[src/logic/uart2_pkg.sv]
/* Register map and shared widths of the uart2 peripheral
   Four 16-bit registers. Only the low byte of the data register is used */
package uart2_pkg;

	// One serial character
	typedef logic [7:0] uart_byte_t;
	// Wishbone data word
	typedef logic [15:0] uart_word_t;
	// Word address of a register
	typedef logic [1:0] uart_addr_t;
	// Baud divisor, tick period is div+1 cycles
	typedef logic [15:0] uart_div_t;

	// Register addresses
	localparam uart_addr_t ADDR_DATA = 2'd0;
	localparam uart_addr_t ADDR_CTRL = 2'd1;
	localparam uart_addr_t ADDR_STAT = 2'd2;
	localparam uart_addr_t ADDR_DIV  = 2'd3;

	// Control register bits
	localparam int CTRL_PAREN = 0;
	localparam int CTRL_EVEN  = 1;
	localparam int CTRL_POL   = 2;
	localparam int CTRL_BRK   = 3;

	// Status register bits, read only
	localparam int STAT_TBE   = 0;
	localparam int STAT_TIDLE = 1;
	localparam int STAT_RBF   = 2;
	localparam int STAT_PERR  = 3;
	localparam int STAT_FERR  = 4;
	localparam int STAT_OVR   = 5;

endpackage

[src/logic/uart2_top.sv]
`timescale 1ns/1ps
/* uart2 peripheral, Wishbone classic slave with one serial port
   No FIFOs or interrupts; software polls the status register */
module uart2_top #(
	parameter uart2_pkg::uart_div_t DIV_RESET = 16'd3
) (
	input  logic                  sys_clk,
	input  logic                  resetl,
	input  logic                  cyc,
	input  logic                  stb,
	input  logic                  we,
	input  uart2_pkg::uart_addr_t adr,
	input  uart2_pkg::uart_word_t dat_w,
	output uart2_pkg::uart_word_t dat_r,
	output logic                  ack,
	output logic                  serout,
	input  logic                  serin
);
	import uart2_pkg::*;

	// Control from the register block
	logic       paren;
	logic       even;
	logic       pol;
	logic       brk;
	uart_div_t  div;
	// Transmit side
	uart_byte_t tx_data;
	logic       tx_wr;
	logic       tbe;
	logic       tidle;
	// Receive side
	uart_byte_t rx_data;
	logic       rx_rd;
	logic       rbf;
	logic       perr;
	logic       ferr;
	logic       ovr;
	// Shared 16x tick
	logic       tick16;

	uart_regs #(
		.DIV_RESET(DIV_RESET)
	) u_regs (
		.sys_clk(sys_clk),
		.resetl(resetl),
		.cyc(cyc),
		.stb(stb),
		.we(we),
		.adr(adr),
		.dat_w(dat_w),
		.dat_r(dat_r),
		.ack(ack),
		.paren(paren),
		.even(even),
		.pol(pol),
		.brk(brk),
		.div(div),
		.tx_data(tx_data),
		.tx_wr(tx_wr),
		.rx_rd(rx_rd),
		.tbe(tbe),
		.tidle(tidle),
		.rx_data(rx_data),
		.rbf(rbf),
		.perr(perr),
		.ferr(ferr),
		.ovr(ovr)
	);

	uart_baud_gen u_baud (
		.sys_clk(sys_clk),
		.resetl(resetl),
		.div(div),
		.tick16(tick16)
	);

	uart_txer u_txer (
		.sys_clk(sys_clk),
		.resetl(resetl),
		.tick16(tick16),
		.tx_data(tx_data),
		.tx_wr(tx_wr),
		.paren(paren),
		.even(even),
		.pol(pol),
		.brk(brk),
		.serout(serout),
		.tbe(tbe),
		.tidle(tidle)
	);

	uart_rxer u_rxer (
		.sys_clk(sys_clk),
		.resetl(resetl),
		.tick16(tick16),
		.serin(serin),
		.paren(paren),
		.even(even),
		.pol(pol),
		.rx_rd(rx_rd),
		.rx_data(rx_data),
		.rbf(rbf),
		.perr(perr),
		.ferr(ferr),
		.ovr(ovr)
	);

endmodule

[src/logic/uart_baud_gen.sv]
`timescale 1ns/1ps
/* 16x baud tick, one cycle wide, every div+1 cycles
   A new divisor is picked up only when the counter next wraps */
module uart_baud_gen (
	input  logic                 sys_clk,
	input  logic                 resetl,
	input  uart2_pkg::uart_div_t div,
	output logic                 tick16
);
	import uart2_pkg::*;

	uart_div_t cnt;

	// Down-counter, zero is the tick cycle
	always_ff @(posedge sys_clk) begin
		if (!resetl) begin
			cnt <= '0;
		end else if (cnt == '0) begin
			// Reload here, so a divisor change waits for the wrap
			cnt <= div;
		end else begin
			cnt <= cnt - 1'b1;
		end
	end

	// First tick comes on the cycle after reset
	assign tick16 = (cnt == '0);

endmodule

[src/logic/uart_regs.sv]
`timescale 1ns/1ps
/* Wishbone classic slave, ack one cycle after the request, never back to back
   Upper bits of written words are ignored and read back as zero */
module uart_regs #(
	parameter uart2_pkg::uart_div_t DIV_RESET = 16'd3
) (
	input  logic                  sys_clk,
	input  logic                  resetl,
	input  logic                  cyc,
	input  logic                  stb,
	input  logic                  we,
	input  uart2_pkg::uart_addr_t adr,
	input  uart2_pkg::uart_word_t dat_w,
	output uart2_pkg::uart_word_t dat_r,
	output logic                  ack,
	output logic                  paren,
	output logic                  even,
	output logic                  pol,
	output logic                  brk,
	output uart2_pkg::uart_div_t  div,
	output uart2_pkg::uart_byte_t tx_data,
	output logic                  tx_wr,
	output logic                  rx_rd,
	input  logic                  tbe,
	input  logic                  tidle,
	input  uart2_pkg::uart_byte_t rx_data,
	input  logic                  rbf,
	input  logic                  perr,
	input  logic                  ferr,
	input  logic                  ovr
);
	import uart2_pkg::*;

	logic              req;
	logic              wr_en;
	logic              rd_en;
	logic [CTRL_BRK:0] ctrl;
	uart_word_t        stat;

	// New request; the ack cycle itself is not a second request
	assign req   = cyc && stb && !ack;
	assign wr_en = req && we;
	assign rd_en = req && !we;

	// Single-cycle ack on the edge after the request
	always_ff @(posedge sys_clk) begin
		if (!resetl) begin
			ack <= 1'b0;
		end else begin
			ack <= req;
		end
	end

	// Control and divisor, written on the ack edge
	always_ff @(posedge sys_clk) begin
		if (!resetl) begin
			ctrl <= '0;
			div  <= DIV_RESET;
		end else if (wr_en) begin
			if (adr == ADDR_CTRL) begin
				ctrl <= dat_w[CTRL_BRK:0];
			end
			if (adr == ADDR_DIV) begin
				div <= dat_w;
			end
		end
	end

	assign paren = ctrl[CTRL_PAREN];
	assign even  = ctrl[CTRL_EVEN];
	assign pol   = ctrl[CTRL_POL];
	assign brk   = ctrl[CTRL_BRK];

	// Data strobes land on the same edge as the ack
	assign tx_wr   = wr_en && (adr == ADDR_DATA);
	assign tx_data = dat_w[7:0];
	assign rx_rd   = rd_en && (adr == ADDR_DATA);

	// Status word
	always_comb begin
		stat             = '0;
		stat[STAT_TBE]   = tbe;
		stat[STAT_TIDLE] = tidle;
		stat[STAT_RBF]   = rbf;
		stat[STAT_PERR]  = perr;
		stat[STAT_FERR]  = ferr;
		stat[STAT_OVR]   = ovr;
	end

	// Read data, valid while ack is high
	always_ff @(posedge sys_clk) begin
		if (rd_en) begin
			case (adr)
				ADDR_DATA: dat_r <= uart_word_t'(rx_data);
				ADDR_CTRL: dat_r <= uart_word_t'(ctrl);
				ADDR_STAT: dat_r <= stat;
				default:   dat_r <= div;
			endcase
		end
	end

endmodule

[src/logic/uart_rxer.sv]
`timescale 1ns/1ps
/* Receives start, 8 data bits, optional parity, one stop bit at 16x oversampling
   One data register only; a frame arriving while rbf is set flags overrun */
module uart_rxer (
	input  logic                  sys_clk,
	input  logic                  resetl,
	input  logic                  tick16,
	input  logic                  serin,
	input  logic                  paren,
	input  logic                  even,
	input  logic                  pol,
	input  logic                  rx_rd,
	output uart2_pkg::uart_byte_t rx_data,
	output logic                  rbf,
	output logic                  perr,
	output logic                  ferr,
	output logic                  ovr
);
	import uart2_pkg::*;

	typedef enum logic [2:0] {
		IDLE,
		START,
		DATA,
		PARITY,
		STOP
	} rx_state_t;

	rx_state_t  state;
	logic       sync1;
	logic       sync2;
	logic       rxd;
	logic       rxd_q;
	logic [3:0] phase;
	logic [2:0] bitcnt;
	uart_byte_t shreg;
	logic       par;
	logic       par_bad;
	logic       start_ok;
	logic       mid;
	logic       done;

	// Two-flop synchronizer plus the previous level for edge detect
	always_ff @(posedge sys_clk) begin
		if (!resetl) begin
			// Control clears on reset, so the line idles high
			sync1 <= 1'b1;
			sync2 <= 1'b1;
			rxd_q <= 1'b1;
		end else begin
			sync1 <= serin;
			sync2 <= sync1;
			rxd_q <= rxd;
		end
	end

	// Line level with polarity removed
	assign rxd = sync2 ^ pol;

	// Middle of the start bit, 8 ticks after the falling edge
	assign start_ok = (state == START) && tick16 && (phase == 4'd7) && !rxd;
	// Middle of every later bit, 16 ticks on
	assign mid  = tick16 && (phase == 4'd15);
	assign done = mid && (state == STOP);

	// Frame sequencer
	always_ff @(posedge sys_clk) begin
		if (!resetl) begin
			state  <= IDLE;
			phase  <= '0;
			bitcnt <= '0;
		end else begin
			case (state)
				IDLE: begin
					phase  <= '0;
					bitcnt <= '0;
					if (rxd_q && !rxd) begin
						state <= START;
					end
				end
				START: begin
					if (tick16) begin
						if (phase == 4'd7) begin
							// Glitch shorter than half a bit goes back to idle
							phase <= '0;
							state <= rxd ? IDLE : DATA;
						end else begin
							phase <= phase + 4'd1;
						end
					end
				end
				DATA: begin
					if (tick16) begin
						phase <= phase + 4'd1;
					end
					if (mid) begin
						bitcnt <= bitcnt + 3'd1;
						if (bitcnt == 3'd7) begin
							state <= paren ? PARITY : STOP;
						end
					end
				end
				PARITY: begin
					if (tick16) begin
						phase <= phase + 4'd1;
					end
					if (mid) begin
						state <= STOP;
					end
				end
				default: begin
					if (tick16) begin
						phase <= phase + 4'd1;
					end
					if (mid) begin
						state <= IDLE;
					end
				end
			endcase
		end
	end

	// Data shifter and parity check, same rule as the transmitter
	always_ff @(posedge sys_clk) begin
		if (start_ok) begin
			par <= ~even;
		end else if (mid && (state == DATA)) begin
			shreg <= {rxd, shreg[7:1]};
			par   <= par ^ rxd;
		end else if (mid && (state == PARITY)) begin
			par_bad <= (rxd != par);
		end
	end

	// Received data register, replaced on overrun
	always_ff @(posedge sys_clk) begin
		if (done) begin
			rx_data <= shreg;
		end
	end

	// Status flags describe the latest frame, cleared by a data read
	always_ff @(posedge sys_clk) begin
		if (!resetl) begin
			rbf  <= 1'b0;
			perr <= 1'b0;
			ferr <= 1'b0;
			ovr  <= 1'b0;
		end else if (done) begin
			rbf  <= 1'b1;
			// Read on the same cycle still takes the old byte
			ovr  <= rbf && !rx_rd;
			perr <= paren && par_bad;
			ferr <= !rxd;
		end else if (rx_rd) begin
			rbf  <= 1'b0;
			perr <= 1'b0;
			ferr <= 1'b0;
			ovr  <= 1'b0;
		end
	end

endmodule

[src/logic/uart_txer.sv]
`timescale 1ns/1ps
/* Frame is start, 8 data bits LSB first, optional parity, one stop bit
   Single holding register; a write while tbe is low replaces the pending byte */
module uart_txer (
	input  logic                  sys_clk,
	input  logic                  resetl,
	input  logic                  tick16,
	input  uart2_pkg::uart_byte_t tx_data,
	input  logic                  tx_wr,
	input  logic                  paren,
	input  logic                  even,
	input  logic                  pol,
	input  logic                  brk,
	output logic                  serout,
	output logic                  tbe,
	output logic                  tidle
);
	import uart2_pkg::*;

	typedef enum logic [2:0] {
		IDLE,
		START,
		DATA,
		PARITY,
		STOP
	} tx_state_t;

	tx_state_t  state;
	uart_byte_t hold;
	uart_byte_t shreg;
	logic [3:0] phase;
	logic [2:0] bitcnt;
	logic       par;
	logic       line;
	logic       load;
	logic       bit_end;

	// Pending byte goes to the shifter on the first tick seen while idle
	assign load = tick16 && (state == IDLE) && !tbe;

	// Last tick of the current bit cell
	assign bit_end = tick16 && (phase == 4'd15);

	// Holding register, loaded straight from the bus
	always_ff @(posedge sys_clk) begin
		if (tx_wr) begin
			hold <= tx_data;
		end
	end

	// Empty flag; a bus write wins over a same-cycle load
	always_ff @(posedge sys_clk) begin
		if (!resetl) begin
			tbe <= 1'b1;
		end else if (tx_wr) begin
			tbe <= 1'b0;
		end else if (load) begin
			tbe <= 1'b1;
		end
	end

	// Frame sequencer, 16 ticks per bit
	always_ff @(posedge sys_clk) begin
		if (!resetl) begin
			state  <= IDLE;
			phase  <= '0;
			bitcnt <= '0;
		end else if (load) begin
			// Start bit begins on the load tick
			state  <= START;
			phase  <= '0;
			bitcnt <= '0;
		end else if (tick16 && (state != IDLE)) begin
			phase <= phase + 4'd1;
			if (bit_end) begin
				case (state)
					START: begin
						state <= DATA;
					end
					DATA: begin
						bitcnt <= bitcnt + 3'd1;
						if (bitcnt == 3'd7) begin
							state <= paren ? PARITY : STOP;
						end
					end
					PARITY: begin
						state <= STOP;
					end
					default: begin
						state <= IDLE;
					end
				endcase
			end
		end
	end

	// Shift register and running parity
	always_ff @(posedge sys_clk) begin
		if (load) begin
			// Seed of 1 gives odd parity
			shreg <= hold;
			par   <= ~even;
		end else if (bit_end && (state == DATA)) begin
			shreg <= {1'b0, shreg[7:1]};
			par   <= par ^ shreg[0];
		end
	end

	// Internal line level before polarity
	always_comb begin
		case (state)
			START:   line = 1'b0;
			DATA:    line = shreg[0];
			PARITY:  line = par;
			default: line = 1'b1;
		endcase
		// Break pulls the line low at once, whatever the sequencer does
		if (brk) begin
			line = 1'b0;
		end
	end

	// Polarity applied last
	assign serout = line ^ pol;
	assign tidle  = (state == IDLE);

endmodule

[config.mk]
export PLATFORM = sky130hd
export DESIGN_NAME = uart2_top
export DESIGN_NICKNAME = d
export VERILOG_FILES = /design/src/logic/uart2_pkg.sv /design/src/logic/uart2_top.sv /design/src/logic/uart_baud_gen.sv /design/src/logic/uart_regs.sv /design/src/logic/uart_rxer.sv /design/src/logic/uart_txer.sv
export SDC_FILE = /design/constraint.sdc
export NUM_CORES = 1
export LEC_CHECK = 0
export BUFFER_PORTS_ARGS = -buffer_cell sky130_fd_sc_hd__buf_2
export CORE_MARGIN = 5
export CORE_UTILIZATION = 45
export CTS_CLUSTER_SIZE = 24
export DETAILED_ROUTE_END_ITERATION = 12
export GPL_ROUTABILITY_DRIVEN = 0
export PLACE_DENSITY = 0.7
export SLEW_MARGIN = 10
export SYNTH_ARGS = -nofsm -noshare
export SYNTH_HDL_FRONTEND = slang
export SYNTH_SLANG_ARGS = --single-unit
[constraint.sdc]
create_clock -name sys_clk -period 2.2 [get_ports sys_clk]
set_input_delay 0.44 -clock sys_clk [delete_from_list [all_inputs] [get_ports sys_clk]]
set_output_delay 0.44 -clock sys_clk [all_outputs]
set_load 0.01 [all_outputs]
==> results.sh <==
export IMPL_port_buffer_count=41
export IMPL_cts_sinks=116
export IMPL_setup_viol=0
export IMPL_arrival_ps=1720
export IMPL_cts_made_buffers=17
export IMPL_diodes=0
export IMPL_track_usage_pct=18.8
export IMPL_vias=3824
export IMPL_die_x_um=116
export IMPL_grt_max_degree=27
export IMPL_drv_slew=0
export IMPL_ys_flop_type="dfxtp_1"
export IMPL_syn_area_per_cell_sq_um=10.6
export IMPL_maxCapViolations=0
export IMPL_clkLatencyLatePin_ps=520
export IMPL_grt_overflow_total=0
export IMPL_root_buffer="clkbuf_8"
export IMPL_io_pins=42
export IMPL_yosys_area_top_type_share_pct=30.5
export IMPL_vdd_drop_max_mv=0.547
export IMPL_die_y_um=116
export IMPL_grt_pass1_wl_um=19400
export IMPL_crit_path_top_delay_cell="edfxtp_1"
export IMPL_endpoint_kind="output port"
export IMPL_path_clk_slew_ps=60
export IMPL_synth_warnings=0
export IMPL_synth_cell_types=50
export IMPL_synthTopCellsByCount="nand2_1 (70), dfxtp_1 (65), edfxtp_1 (51)"
export IMPL_crit_chain="o21a_1, a311oi_2, nor2_1, xor2_1, buf_2"
export IMPL_rows=38
export IMPL_crit_type="register to output port"
export IMPL_finClkSkew_ps=15.7
export IMPL_p_sw_mw=1.75
export IMPL_clk_path_buf_depth=2
export IMPL_swShare_pct=28.2
export IMPL_intPower_mw=4.47
export IMPL_hp_class="primary input to register"
export IMPL_yosys_register_bits=116
export IMPL_worstMarginPinSlew_ps=732
export IMPL_power_share_clock_pct=43.4
export IMPL_die_area_sq_um=13400
export IMPL_first_pass_iters=4
export IMPL_critPathLaunchType="register"
export IMPL_async_reset_ff_share_pct=0
export IMPL_synth_area_leaders="edfxtp_1 (31%), dfxtp_1 (26%), nand2_1 (5.2%)"
export IMPL_fmax_mhz=463
export IMPL_fin_crit_sh_pct=98.2
export IMPL_rsz0062_at_grt="yes"
export IMPL_fin_cells=694
export IMPL_drt_iter0_drc=312
export IMPL_synth_edf_count=51
export IMPL_cts_tree="done"
export IMPL_area_growth_pct=23.9
export IMPL_syn_cell_area_sq_um=5010
export IMPL_power_frac_comb_pct=16.9
export IMPL_crit_buf_inv=1
export IMPL_dp_hpwl_um=7930
export IMPL_post_route_min_period_ps=2160
export IMPL_critical_path_top_delay_family="flip-flops"
export IMPL_holdWs_ps=93.5
export IMPL_seqPwrFrac_pct=39.6
export IMPL_slew_headroom_pct=50.7
export IMPL_required_ps=1760
export IMPL_status="finished clean"
export IMPL_power_density_nw_per_um2=1000
export IMPL_antenna_found_initial=0
export IMPL_cp_max_fo=2
export IMPL_drive_gt1_share_pct=23.8
export IMPL_start_util_pct=46.1
export IMPL_first_global_vias=3872
export IMPL_mappedNetlistNets=503
export IMPL_yosysSeqAreaShare_pct=56.5
export IMPL_power_leakage_nw=2.36
export IMPL_yosysTopAreaCell="edfxtp_1"
export IMPL_fin_setup_tns_ps=0
export IMPL_htreeDepth=4
export IMPL_synthCells=471
export IMPL_drc=0
export IMPL_hold_buffers=0
export IMPL_hold_violations=0
export IMPL_place_inst=660
export IMPL_nets=573
export IMPL_viasPerCell=5.51
export IMPL_wl_per_cell_um=16.7
export IMPL_totalWireLength_um=11600
export IMPL_fin_util_pct=57.0
export IMPL_synth_most_common_cell="nand2_1"
export IMPL_coreArea_sq_um=10900
export IMPL_antenna_left=0
export IMPL_max_stage_delay_ps=440
==> final timing paths <==
check	startpoint	to	slack (ps)	depth (start not counted)
hold / removal	serin	u_rxer.sync1	90	2
hold reg to reg	u_rxer.sync1	u_rxer.sync2	410	1
setup reg to reg	u_baud.cnt[8]	u_txer.state[0]	100	6
setup / recovery	u_txer.shreg[0]	serout	40	5
==> cell usage in the layout (no fill, tap or decap), drive strengths merged, types with 3 or more instances in the layout <==
| cell | count |
|---|---|
| buf | 74 |
| nand2 | 70 |
| dfxtp | 65 |
| edfxtp | 51 |
| nor2 | 26 |
| o21ai | 23 |
| nand3 | 19 |
| a21oi | 19 |
| a21boi | 17 |
| clkbuf | 17 |
| nor3 | 16 |
| inv | 16 |
| mux2i | 12 |
| and3 | 11 |
| nor2b | 10 |
| xnor2 | 8 |
| nand2b | 8 |
| xor2 | 8 |
| ha | 8 |
| nand4 | 8 |
| mux2 | 7 |
| o211a | 7 |
| nor4 | 6 |
| mux4 | 4 |
| and2 | 3 |
| o31ai | 3 |
| o21a | 3 |
| nand3b | 3 |
| or3 | 3 |
| clkinv | 3 |
==> layout make-up <==
| cell class | count | area (sq um) |
|---|---|---|
| fillers | 877 | 4680 |
| flip-flops and latches | 116 | 2840 |
| multi-input cells | 324 | 2120 |
| repair buffers | 74 | 469 |
| clock buffers | 17 | 414 |
| well taps | 140 | 175 |
| clock inverters | 15 | 169 |
| inverters | 8 | 30.0 |
==> worst register-to-register path, delay by kind of cell (launching register included) <==
family | cells | cell delay [ps]
simple gates | 3 | 1040
compound gates | 2 | 390
flops | 1 | 360
buf+inv | 1 | 240
==> logic make-up after synthesis <==
kind of cell	share of synthesized area [%]
adder cells (fa/ha/maj)	2.00
XOR/XNOR	2.79
buffers and inverters	2.40
AND/OR/NAND/NOR	19.4
flip-flops	56.5
multiplexers	5.76
AO/OA/AOI/OAI	11.2
==> metal layers <==
layer | track usage, % | part of all wire (%) | wire, um
met1 | 22.9 | 44 | 5060
met2 | 31.9 | 50 | 5770
met3 | 4.80 | 5.1 | 590
met4 | 7.59 | 1.6 | 182
met5 | 0 | 0 | 0
==> power by group through the flow <==
stage,Combinational (mW),Clock (mW),Sequential [mW]
final,1.06,2.71,2.47
after global routing,1.17,2.87,2.48
after CTS,1.03,2.74,2.46
after detailed placement,1.02,0,2.50
after global placement,0.995,0,2.49
after floorplan,0.650,0,2.49
==> sequential cells by signal, summed over array words and instances, names as in the netlist, 3 cells and up <==
| register | flops |
|---|---|
| u_rxer.state | 3 |
| u_baud.cnt | 16 |
| u_txer.shreg | 8 |
| u_rxer.rx_data | 8 |
| u_txer.hold | 8 |
| u_rxer.bitcnt | 3 |
| u_txer.phase | 4 |
| u_txer.bitcnt | 3 |
| u_regs.ctrl | 4 |
| u_rxer.shreg | 8 |
| u_regs.dat_r | 16 |
| u_txer.state | 3 |
| u_rxer.phase | 4 |
| u_regs.div | 16 |
==> metrics by stage <==
stage               area [sq um]  power, mW  setup slack [ps]
floorplan                   5020       3.14              62.6
global placement            5560       3.49              80.2
detailed placement          5560       3.52             -5.89
CTS                         6150       6.23              11.7
global route                6210       6.53             -57.3
finish                      6210       6.23              39.0
==> timing repair <==
action | in CTS | in global routing
setup buffers | 0 | 2
pin swaps | 1 | 1
cloned | 0 | 0
endpoints found under the setup margin | 9 | 17
gates resized for setup | 4 | 9
Note: power is estimated with default switching activity, not from simulation.
